**src/design/icachePkg.sv**
```systemverilog
package icachePkg;

    // address split is tag [31:10], set [9:4], byte in line [3:0]
    typedef logic [31:0]  addrT;
    typedef logic [31:0]  instT;
    typedef logic [127:0] lineT;
    typedef logic [21:0]  tagT;
    typedef logic [5:0]   setIdxT;
    typedef logic [1:0]   wayIdxT;

    // tree bits: bit2 picks the half, bit0 and bit1 the way inside it
    typedef logic [2:0]   ageT;

    typedef struct packed {
        addrT pc;
        logic inst0Valid;
        logic inst1Valid;
        instT inst0;
        instT inst1;
    } fetchBundleT;

    typedef struct packed {
        addrT lineAddr;
    } memReqT;

    typedef struct packed {
        logic   en;
        setIdxT set;
        wayIdxT way;
        tagT    tag;
        lineT   line;
    } storeWriteT;

    typedef enum logic [1:0] {
        idle,
        request,
        waitResp,
        fill
    } refillStateT;

endpackage

```
**src/design/fetchLookup.sv**
```systemverilog
`timescale 1ns/1ps

module fetchLookup #(
    parameter int numSets = 64,
    parameter int numWays = 4
) (
    input  logic                              clk,
    input  logic                              rst,
    input  logic                              fetchValid,
    input  icachePkg::addrT                   fetchPc,
    input  icachePkg::tagT  [numWays-1:0]     wayTags,
    input  icachePkg::lineT [numWays-1:0]     wayLines,
    input  logic            [numWays-1:0]     wayValid,
    input  logic                              refillDone,
    input  icachePkg::lineT                   refillLine,
    output logic                              fetchReady,
    output icachePkg::setIdxT                 readSet,
    output logic                              hitValid,
    output icachePkg::setIdxT                 hitSet,
    output icachePkg::wayIdxT                 hitWay,
    output logic                              missValid,
    output icachePkg::addrT                   missAddr,
    output logic                              bundleValid,
    output icachePkg::fetchBundleT            bundle
);
    localparam int setBits = $clog2(numSets);
    localparam int tagBits = $bits(icachePkg::tagT);

    logic               started;
    logic               s1Valid;
    logic               missPending;
    logic               accept;
    logic               anyMatch;
    logic [numWays-1:0] match;
    icachePkg::addrT    s1Pc;
    icachePkg::tagT     s1Tag;
    icachePkg::lineT    srcLine;

    // ready comes back as soon as the compare stage empties or delivers
    assign fetchReady = started && (!s1Valid || hitValid || refillDone);
    assign accept     = fetchValid && fetchReady;
    assign readSet    = icachePkg::setIdxT'(fetchPc[4 +: setBits]);

    always_comb begin
        match  = '0;
        hitWay = '0;
        for (int w = numWays - 1; w >= 0; w--) begin
            match[w] = wayValid[w] && (wayTags[w] == s1Tag);
            if (match[w]) begin
                hitWay = icachePkg::wayIdxT'(w);
            end
        end
    end

    assign anyMatch    = |match;
    // array outputs are stale once a miss is outstanding
    assign hitValid    = s1Valid && !missPending && anyMatch;
    assign missValid   = s1Valid && (missPending || !anyMatch);
    assign missAddr    = s1Pc;
    assign hitSet      = icachePkg::setIdxT'(s1Pc[4 +: setBits]);
    assign bundleValid = hitValid || refillDone;
    assign srcLine     = refillDone ? refillLine : wayLines[hitWay];

    always_comb begin
        bundle.pc         = {s1Pc[31:3], 3'b000};
        bundle.inst0Valid = !s1Pc[2];
        bundle.inst1Valid = 1'b1;
        bundle.inst0      = srcLine[{s1Pc[3], 6'd0} +: 32];
        bundle.inst1      = srcLine[{s1Pc[3], 6'd32} +: 32];
    end

    always_ff @(posedge clk) begin
        if (rst) begin
            started     <= 1'b0;
            s1Valid     <= 1'b0;
            missPending <= 1'b0;
        end else begin
            started <= 1'b1;
            if (accept) begin
                s1Valid <= 1'b1;
            end else if (bundleValid) begin
                s1Valid <= 1'b0;
            end
            if (refillDone) begin
                missPending <= 1'b0;
            end else if (missValid) begin
                missPending <= 1'b1;
            end
        end
    end

    always_ff @(posedge clk) begin
        if (accept) begin
            s1Pc  <= fetchPc;
            s1Tag <= fetchPc[31 -: tagBits];
        end
    end

endmodule

```
**config.mk**
```make
export PLATFORM = sky130hd
export DESIGN_NAME = fetchLookup
export DESIGN_NICKNAME = d
export VERILOG_FILES = /design/src/design/icachePkg.sv /design/src/design/fetchLookup.sv
export SDC_FILE = /design/constraint.sdc
export NUM_CORES = 1
export LEC_CHECK = 0
export ABC_AREA = 1
export BUFFER_PORTS_ARGS = -buffer_cell sky130_fd_sc_hd__buf_2
export CORE_AREA = 5 5 349 351
export CTS_CLUSTER_DIAMETER = 120
export DETAILED_ROUTE_END_ITERATION = 10
export DIE_AREA = 0 0 354 356
export PLACE_DENSITY = 0.37
export SLEW_MARGIN = 30
export SYNTH_ARGS = -nofsm -noshare
export SYNTH_HDL_FRONTEND = slang
export SYNTH_SLANG_ARGS = --single-unit
```
**constraint.sdc**
```tcl
create_clock -name clk -period 8.6 [get_ports clk]
set_input_delay 1.72 -clock clk [delete_from_list [all_inputs] [get_ports clk]]
set_output_delay 1.72 -clock clk [all_outputs]
set_load 0.03 [all_outputs]
```
==> summary.md <==
| Metric | Value |
|---|---|
| Max Cap Viol | 0 |
| FILL cells | approximately 14,000 |
| DRC marker count from the first detailed-route iteration | 1,346 |
| # setup viols final | 0 |
| Post-Place Cells | approximately 5,000 |
| RSZ-0062 raised after global routing | false |
| Die Footprint | between 100,000 and 150,000 sq um |
| R2r setup slk | just over 5000 ps |
| GRT overflow | 0 |
| Share of layout cells above drive strength 1 | roughly 28% |
| CP Launch Point | wayTags[42] |
| H-tree depth | 2 |
| Layout net count | roughly 4,200 |
| Synth cell types | 30 |
| DRC violations left | 0 |
| End of the critical path | bundle[2] |
| Pwr dens | 58.8 nW/um^2 |
| Worst-Margin Slew | approximately 1000 ps |
| Core Region | about 120,000 sq um |
| DP Wirelength | 85,900 um |
| Post-layout minimum cycle time | 6560 ps |
| Post-CTS Setup Repair Bufs | 0 |
| I/O pin cnt | 916 |
| CTS Buf Count | 5 |
| Clock Latency Late Sink | 300 ps |
| Ys flop type | edfxtp_1 |
| Sequential-to-total area share from yosys stat | 8.28% |
| Post-CTS sizing | 0 |
| Layout Cells excl Fill | about 5,000 |
| Worst-path maximum fanout | 84 |
| Clk_skew | between 8 and 9 ps |
| Status | completed |
| Num Clock Sinks | 35 |
| DRT Wirelength | around 100,000 um |
| Top-area cell type share of the netlist area | 26.8% |
| Fmax | roughly 150 MHz |
| Row count | between 100 and 150 |
| Crit path required time | between 6000 and 7000 ps |
| Min-Delay Path Class | reg -> reg |
| Root Buffer | clkbuf_16 |
| Leading area contributor after synthesis | nand3_1 |
| Largest net degree at the start of global routing | roughly 130 |
| Most common cell in the synthesized netlist | nand2_1 |
| Synth Instances | between 2,000 and 3,000 |
| Endpoints failing hold | 0 |
| Synth Cell Area | ~12,000 sq um |
| Routed vias/inst | approximately 3.9 |
| Total track usage | between 15 and 20% |
| Via count | between 15,000 and 20,000 |
| First-pass GRT wire length | 140,000 um |
| CP Class | in -> out |
| Clock Tree Buf Depth | 2 |
| CTS tree | done |
| Dominant cells by area after synthesis | nand3_1 (27%), nand2_1 (22%), inv_1 (18%) |
| Synth warn | 0 |
| Multi-input gate area | just under 8000 sq um |
| Worst r2r path cells | 13 |
| Post-synth EDFFs | 32 |
| ANT nets after route | 0 |
| Pleak | between 10 and 15 nW |
| Final GP Congestion | 0.938 |
| Post-synth ARST share | 0% |
| Crit path DAT | a little under 5000 ps |
| CP Capture Type | output port |
| Post-cts hold buffer count | 0 |
| Synthesized area per cell | between 4 and 5 sq um |
| Port Buffer Count | 911 |
| Drt wl/cell | roughly 21 um |
| Period Utilization, post-route | 76.3% |
| Flops & latches, synth | 35 |
| FF+latch area | between 1000 and 1500 sq um |
| Max_slew headroom | between 30% and 40% |
| Commonest cells in the synthesized netlist | nand2_1 (719), nand3_1 (660), inv_1 (604) |
| Initial Utilization | 10.4% |
| CP Launch Type | primary input |
| Initial antenna violation count | a little under 60 |
| Vias in the first global route | between 15,000 and 20,000 |
| Drt first pass iters | 5 |
| RR Endpoint | missAddr[26] |
| Clock-pin transition on the worst setup and hold timing paths | around 60 ps |
| Final core occ | 15.4% |
| Max IR drop VDD | around 0.000079 V |
| Layout Area Growth over Synthesis | 48.0% |
| Die height | 356 um |
| Reg-to-Reg Start | missAddr[22] |
| Setup TNS | 0 ps |
| Die X-Extent | 354 um |
| Final Max Slew Viols | 0 |
-- placed cells by master (no fill, tap or decap), types with 2 or more instances in the layout --
cell type  instances
nor2_4             2
nor2_1           357
buf_12             8
buf_16             2
nand2_8            2
diode_2           17
dfxtp_1            3
buf_4             14
nor3_1             7
xnor2_1           14
conb_1             4
nand2_1          718
inv_1            604
buf_2            911
o21ai_0           18
clkinv_2           2
xor2_1             4
inv_2             14
edfxtp_1          32
nand3_1          659
nand3_4            2
nand3b_1           3
a21oi_1            2
nand4_1            8
clkbuf_16          5
or2_1              3
-- registers in the layout, indices dropped and copies added, names as in the netlist --
register / flops
missAddr: 32
missPending: 1
s1Valid: 1
started: 1
-- per-layer routing --
layer  GRT usage (%)  vias to the layer above  part of all wire (%)
li1                -                     9440                     -
met1            19.1                     8751                    42
met2            27.1                      876                    48
met3            2.88                      139                   6.9
met4            3.07                       16                   2.5
met5               0                        -                  0.10
-- logic make-up after synthesis --
kind of cell / Yosys count / share of synthesized area, %
AO/OA/AOI/OAI: 24 / 1.07
XOR/XNOR: 18 / 1.28
buffers and inverters: 820 / 28.3
flip-flops: 35 / 8.28
other: 2 / 0.0609
AND/OR/NAND/NOR: 1765 / 61.0
-- critical path, cell delays in order --
cell,delay (ps)
buf_2,100
xnor2_1,310
nand3_1,120
nor2_1,120
nand3_1,300
nand2_8,420
nand2_8,410
buf_12,380
nand2_1,160
nand3_1,140
nand3_1,230
nand2_1,70
nand2_1,60
buf_2,200
-- layout make-up --
cell class | count | area share [%]
Multi-Input combinational cell | 1811 | 43.2
Inverter | 620 | 12.8
Clock inverter | 2 | 0.0686
Sequential cell | 35 | 5.59
Timing Repair Buffer | 935 | 26.7
Tap cell | 1548 | 10.6
Antenna cell | 17 | 0.233
Clock buffer | 6 | 0.706
-- per-stage QoR --
stage	setup slack [ps]	hold slack (ps)	cell area, sq um	power [mW]
after detailed placement	1870	534	18000	0.890
after global routing	1610	584	18200	1.16
after global placement	1830	537	18000	0.894
after floorplan	3570	495	12300	0.552
after CTS	1850	553	18200	1.09
final	2040	547	18300	1.07
-- worst min path at each step --
stage,startpoint,end,slack (ps),cells past startpoint
4_1_cts,started,s1Valid,550,4
6_report,missPending,missPending,550,2
5_1_grt,started,s1Valid,580,4
2_1_floorplan,missPending,missPending,500,2
3_5_place_dp,missPending,missPending,530,2
3_3_place_gp,started,s1Valid,540,4
-- where the power goes --
| group | internal, mW | switching, mW | total [mW] |
|---|---|---|---|
| registers | 0.195 | 0.0173 | 0.212 |
| logic | 0.261 | 0.408 | 0.669 |
| clock network | 0.107 | 0.0851 | 0.192 |
| total | 0.563 | 0.511 | 1.07 |
No activity file was read; power rests on OpenSTA's default activity.
