<file path="src/design/icachePkg.sv">
package icachePkg;

    // address split is tag [31:10], set [9:4], byte in line [3:0]
    typedef logic [31:0]  addrT;
    typedef logic [31:0]  instT;
    typedef logic [127:0] lineT;
    typedef logic [21:0]  tagT;
    typedef logic [5:0]   setIdxT;
    typedef logic [1:0]   wayIdxT;

    // tree bits: bit2 picks the half, bit0 and bit1 the way inside it
    typedef logic [2:0]   ageT;

    typedef struct packed {
        addrT pc;
        logic inst0Valid;
        logic inst1Valid;
        instT inst0;
        instT inst1;
    } fetchBundleT;

    typedef struct packed {
        addrT lineAddr;
    } memReqT;

    typedef struct packed {
        logic   en;
        setIdxT set;
        wayIdxT way;
        tagT    tag;
        lineT   line;
    } storeWriteT;

    typedef enum logic [1:0] {
        idle,
        request,
        waitResp,
        fill
    } refillStateT;

endpackage

</file>
<file path="src/design/refillEngine.sv">
`timescale 1ns/1ps

module refillEngine (
    input  logic                   clk,
    input  logic                   rst,
    input  logic                   missValid,
    input  icachePkg::addrT        missAddr,
    input  icachePkg::wayIdxT      victimWay,
    input  logic                   memReqReady,
    input  logic                   memRespValid,
    input  icachePkg::lineT        memRespLine,
    output icachePkg::setIdxT      victimSet,
    output logic                   memReqValid,
    output icachePkg::memReqT      memReq,
    output logic                   memRespReady,
    output icachePkg::storeWriteT  storeWrite,
    output logic                   refillDone,
    output icachePkg::lineT        refillLine
);
    localparam int setBits = $bits(icachePkg::setIdxT);
    localparam int tagBits = $bits(icachePkg::tagT);

    icachePkg::refillStateT state;
    icachePkg::refillStateT nextState;
    icachePkg::addrT        lineAddr;
    icachePkg::lineT        lineBuf;

    always_comb begin
        nextState = state;
        case (state)
            icachePkg::idle: begin
                if (missValid) begin
                    nextState = icachePkg::request;
                end
            end
            icachePkg::request: begin
                if (memReqReady) begin
                    nextState = icachePkg::waitResp;
                end
            end
            icachePkg::waitResp: begin
                if (memRespValid) begin
                    nextState = icachePkg::fill;
                end
            end
            default: begin
                nextState = icachePkg::idle;
            end
        endcase
    end

    always_ff @(posedge clk) begin
        if (rst) begin
            state <= icachePkg::idle;
        end else begin
            state <= nextState;
        end
    end

    // miss address and returned line are held for the whole refill
    always_ff @(posedge clk) begin
        if (state == icachePkg::idle && missValid) begin
            lineAddr <= {missAddr[31:4], 4'b0000};
        end
        if (state == icachePkg::waitResp && memRespValid) begin
            lineBuf <= memRespLine;
        end
    end

    assign memReqValid     = (state == icachePkg::request);
    assign memReq.lineAddr = lineAddr;
    assign memRespReady    = (state == icachePkg::waitResp);
    assign victimSet       = lineAddr[4 +: setBits];

    assign refillDone = (state == icachePkg::fill);
    assign refillLine = lineBuf;

    always_comb begin
        storeWrite.en   = refillDone;
        storeWrite.set  = victimSet;
        storeWrite.way  = victimWay;
        storeWrite.tag  = lineAddr[31 -: tagBits];
        storeWrite.line = lineBuf;
    end

endmodule

</file>
<file path="config.mk">
export PLATFORM = sky130hd
export DESIGN_NAME = refillEngine
export DESIGN_NICKNAME = d
export VERILOG_FILES = /design/src/design/icachePkg.sv /design/src/design/refillEngine.sv
export SDC_FILE = /design/constraint.sdc
export NUM_CORES = 1
export LEC_CHECK = 0
export ABC_CLOCK_PERIOD_IN_PS = 3340
export BUFFER_PORTS_ARGS = -buffer_cell sky130_fd_sc_hd__buf_2
export CORE_AREA = 5 5 191 193
export DETAILED_ROUTE_END_ITERATION = 6
export DIE_AREA = 0 0 196 198
export PLACE_DENSITY = 0.49
export SLEW_MARGIN = 25
export SYNTH_ARGS = -nofsm -noshare
export SYNTH_HDL_FRONTEND = slang
export SYNTH_SLANG_ARGS = --single-unit
export TNS_END_PERCENT = 20
</file>
<file path="constraint.sdc">
create_clock -name clk -period 3.34 [get_ports clk]
set_clock_uncertainty 0.2 [all_clocks]
set_input_delay 0.167 -clock clk [delete_from_list [all_inputs] [get_ports clk]]
set_output_delay 0.167 -clock clk [all_outputs]
set_load 0.01 [all_outputs]
</file>
==> results <==
- The routed layout has 4418 vias.
- The share of total power in the clock network is 0.304.
- Dividing the final minimum period by the clock period gives 0.732.
- Yosys attributes the largest share of cell area to sky130_fd_sc_hd__edfxtp_1 76%, sky130_fd_sc_hd__buf_4 21%, sky130_fd_sc_hd__ha_1 1.0%.
- The clock-pin slew on the worst setup and hold paths is 0.07 ns.
- The number of cells traversed by the worst register-to-register path is 5.
- Internal power comes to 0.00406 W.
- The synthesis-to-finish area growth is 63.6%.
- The detailed-router iteration count before antenna repair is 4.
- The worst setup path is captured at a register.
- The post-synthesis area per instance is 17.7 um^2.
- The classification of the worst-slack hold path is in2out.
- The total detailed-routing wirelength is 20100 um.
- Data arrives at the worst endpoint at 2.57 ns.
- The switching part of the total power is 0.291.
- The analysis attributes to cell leakage a power of 4.40 nW.
- In this run the critical register-to-register path is captured at state[0].
- For this design the top-level I/O count stands at 495.
- The post-synthesis xor/xnor area fraction is 0.
- For this design the ratio of total power to cell area is 569 nW/um^2.
- Once layout is complete, the utilization of the core stands at 0.293.
- The via count of the first global-routing pass is 4761.
- VDD sags by at most 0.414 mV.
- The non-filler instance count after layout is 1316.
- For this run, the total global-route usage over all layers was measured as 0.0971.
- Of the cells placed in the final design, the portion with a size suffix greater than 1 is 0.599.
- Of all nets on the critical path, the largest fanout is 4.
- The multiplexer area fraction after synthesis is 0.00346.
- The clock period could shrink to 2.44 ns.
- The total standard cell area after synthesis is 6150 um^2.
- The number of antenna-violating nets in the routed design is 0.
- At the end of routability-driven placement, the weighted congestion stood at 0.774.
- The number of instances in the synthesized netlist is 348.
- Clock latency on the worst-skew pair, taken at its later pin, is 0.43 ns.
- The initial utilization of the core area, before any placement, comes to 0.179.
- The post-synthesis share of cell area spent on and, or, nand and nor gates is 0.00631.
- The fraction of the mapped netlist area in compound gates is 0.00163.
- Entering global routing, the biggest net connects 74 pins.
- The number of max-slew violations in the final report is 0.
- The clock net in this run drives a total of 158 sinks.
- Global routing finished with a remaining overflow of 0.
- The area inside the core boundary is 34400 um^2.
- The number of fill cells is 3532.
- The number of rows created at floorplan is 68.
- After detailed routing, the number of remaining DRC violations is 0.
- Dividing the detail-routed wire length by the instance count gives 15.3 um.
- For the worst setup path, the data required time is 3.46 ns.
- The distinct cell type count after synthesis is 14.
- The die span in x is 196 um.
- The area share of the leading cell type in the synthesized netlist is 0.762.
- The number of hold violations in the final report is 0.
- The first global-routing pass estimated 28000 um of wire.
- The number of max-capacitance violations reported is 0.
- Of the total synthesized cell area, the portion taken by full adders, half adders and majority gates is 0.0102.
- The placed instance count is 1122.
- Summed over all nets, the switching power comes to 0.00167 W.
- After clock tree synthesis, the repair step resized 0 gates.
- The combinational group share of total power is 0.224.
- The flow ran to the end, and the final reports show no timing, DRC or antenna violations.
- Setup violations remaining at the end of the flow were counted as 0.
- The maximum frequency from static timing analysis is 0.409 GHz.
- In this run the worst setup path begins at state[0].
- The worst setup path is launched from a register.
- In this run the worst setup path terminates at state[0].
- Of the synthesized area, sequential elements account for 0.768.
- After the first detailed-routing iteration, the DRC count stood at 145.
- The TritonCTS clock tree is built.
- In this run the vertical extent of the chip is 198 um.
- The count of buffers added on input and output ports is 482.
- The H-tree was split into 4 levels.
- Dividing the detail-routed via count by the number of cells gives 3.36.
- Setup repair after global routing left no endpoint under its margin.
- The half-perimeter wire length after detailed placement is 15300 um.
- Across all hold checks on the routed design, the worst slack comes to 0.134 ns.
- The type of the worst setup path is reg2reg.
- The count of yosys warnings during synthesis is 0.
- The cell taking the most area after synthesis is sky130_fd_sc_hd__edfxtp_1.
- CTS placed an instance of sky130_fd_sc_hd__clkbuf_16 at the clock tree root.
- The number of nets at the end of the flow is 1019.
- For the final routed database, the setup TNS stands at 0 ns.
- The number of antenna violations at the first check in global routing came to 2.
- The number of flip-flops and latches in the synthesized netlist is 158.
- The worst register-to-register path begins at state[0].
- The register share of total power is 0.472.
- The number of buffers added by the clock tree synthesis step is 17.
- The register-to-register setup slack is 0.90 ns.
- The maximum root-to-sink buffer count is 2.
- The overall die area is 38800 um^2.
- By area, the combinational part of the netlist is dominated by buffers and inverters.
how the worst min path moves through the flow:
stage          depth (start not counted)               to    startpoint  slack [ns]
3_5_place_dp                           0  storeWrite[151]  victimWay[1]        0.13
2_1_floorplan                          0       memReq[10]  missAddr[10]        0.07
5_1_grt                                0  storeWrite[150]  victimWay[0]        0.13
6_report                               0  storeWrite[151]  victimWay[1]        0.13
3_3_place_gp                           0  storeWrite[151]  victimWay[1]        0.13
4_1_cts                                0  storeWrite[151]  victimWay[1]        0.13
Yosys cell counts, drive strengths merged:
library cell,number
ha,5
nor2,2
and2,2
buf,169
nor3,1
nand2b,2
dfxtp,2
mux2i,1
a222oi,1
edfxtp,156
conb,1
inv,5
mux2,1
routing by layer:
metal  part of all wire  global-route usage  up-vias  wire [um]
met3              0.090              0.0378       17       1810
met5            0.00065                   0        -         13
met2               0.53               0.172      262      10700
met1               0.36               0.105     2088       7280
met4              0.013              0.0378        2        263
li1                   -                   -     2049          -
kinds of logic (layout without fill, tap and decap cells):
group,count (synthesis),after routing
adders and majority gates,5,5
muxes,2,2
DFF,158,158
and+or+nand+nor,7,7
AOI/OAI and AO/OA,1,1
other,1,5
buffers and inverters,174,683
layout make-up:
class / count / area [um^2] / share of cell area
flip-flops and latches: 158 / 4720 / 0.470
repair buffers: 646 / 4070 / 0.405
well taps: 455 / 569 / 0.0566
clock buffers: 18 / 429 / 0.0427
multi-input cells: 19 / 149 / 0.0148
clock inverters: 14 / 93.8 / 0.00933
inverters: 5 / 18.8 / 0.00187
diodes: 1 / 2.50 / 0.000249
layout by cell type (no fill, tap or decap), drive strengths merged:
master | Yosys | final
conb | 1 | 4
edfxtp | 156 | 156
nor2 | 2 | 2
clkinv | 0 | 8
mux2i | 1 | 1
clkbuf | 0 | 18
inv | 5 | 8
clkinvlp | 0 | 3
buf | 169 | 485
diode | 0 | 1
a222oi | 1 | 1
ha | 5 | 5
dlygate4sd3 | 0 | 161
and2 | 2 | 2
dfxtp | 2 | 2
nand2b | 2 | 2
nor3 | 1 | 1
mux2 | 1 | 1
registers in the layout, indices dropped and copies added (netlist names):
register / count
refillLine: 128
state: 2
memReq: 28
what timing repair did:
| item | 4_1_cts | 5_1_grt |
|---|---|---|
| endpoints found under the hold margin | 161 | 0 |
| setup endpoints to repair | 0 | 0 |
| buffers inserted | 0 | 0 |
| hold buffers | 161 | 0 |
critical path, cell delays in order, from the launching register on:
cell and delay [ns]:
sky130_fd_sc_hd__dfxtp_1 0.39, sky130_fd_sc_hd__inv_1 0.10, sky130_fd_sc_hd__ha_1 0.26, sky130_fd_sc_hd__a222oi_1 0.44
sky130_fd_sc_hd__dlygate4sd3_1 0.62, sky130_fd_sc_hd__mux2_1 0.32
per-stage QoR:
step	worst slack, ns	area, um^2	power, W
floorplan	0.420	6160	0.00349
CTS	0.899	10100	0.00582
finish	0.896	10100	0.00572
global route	0.735	10100	0.00600
detailed placement	1.43	7920	0.00387
global placement	1.45	7920	0.00386
power by group through the flow:
| stage | Combinational (W) | Sequential (W) | Clock, W |
|---|---|---|---|
| 2_1_floorplan | 0.000656 | 0.00283 | 0 |
| 3_3_place_gp | 0.00113 | 0.00273 | 0 |
| 3_5_place_dp | 0.00113 | 0.00274 | 0 |
| 4_1_cts | 0.00130 | 0.00270 | 0.00182 |
| 5_1_grt | 0.00137 | 0.00273 | 0.00190 |
| 6_report | 0.00128 | 0.00270 | 0.00174 |
(Power assumes the default switching activity.)
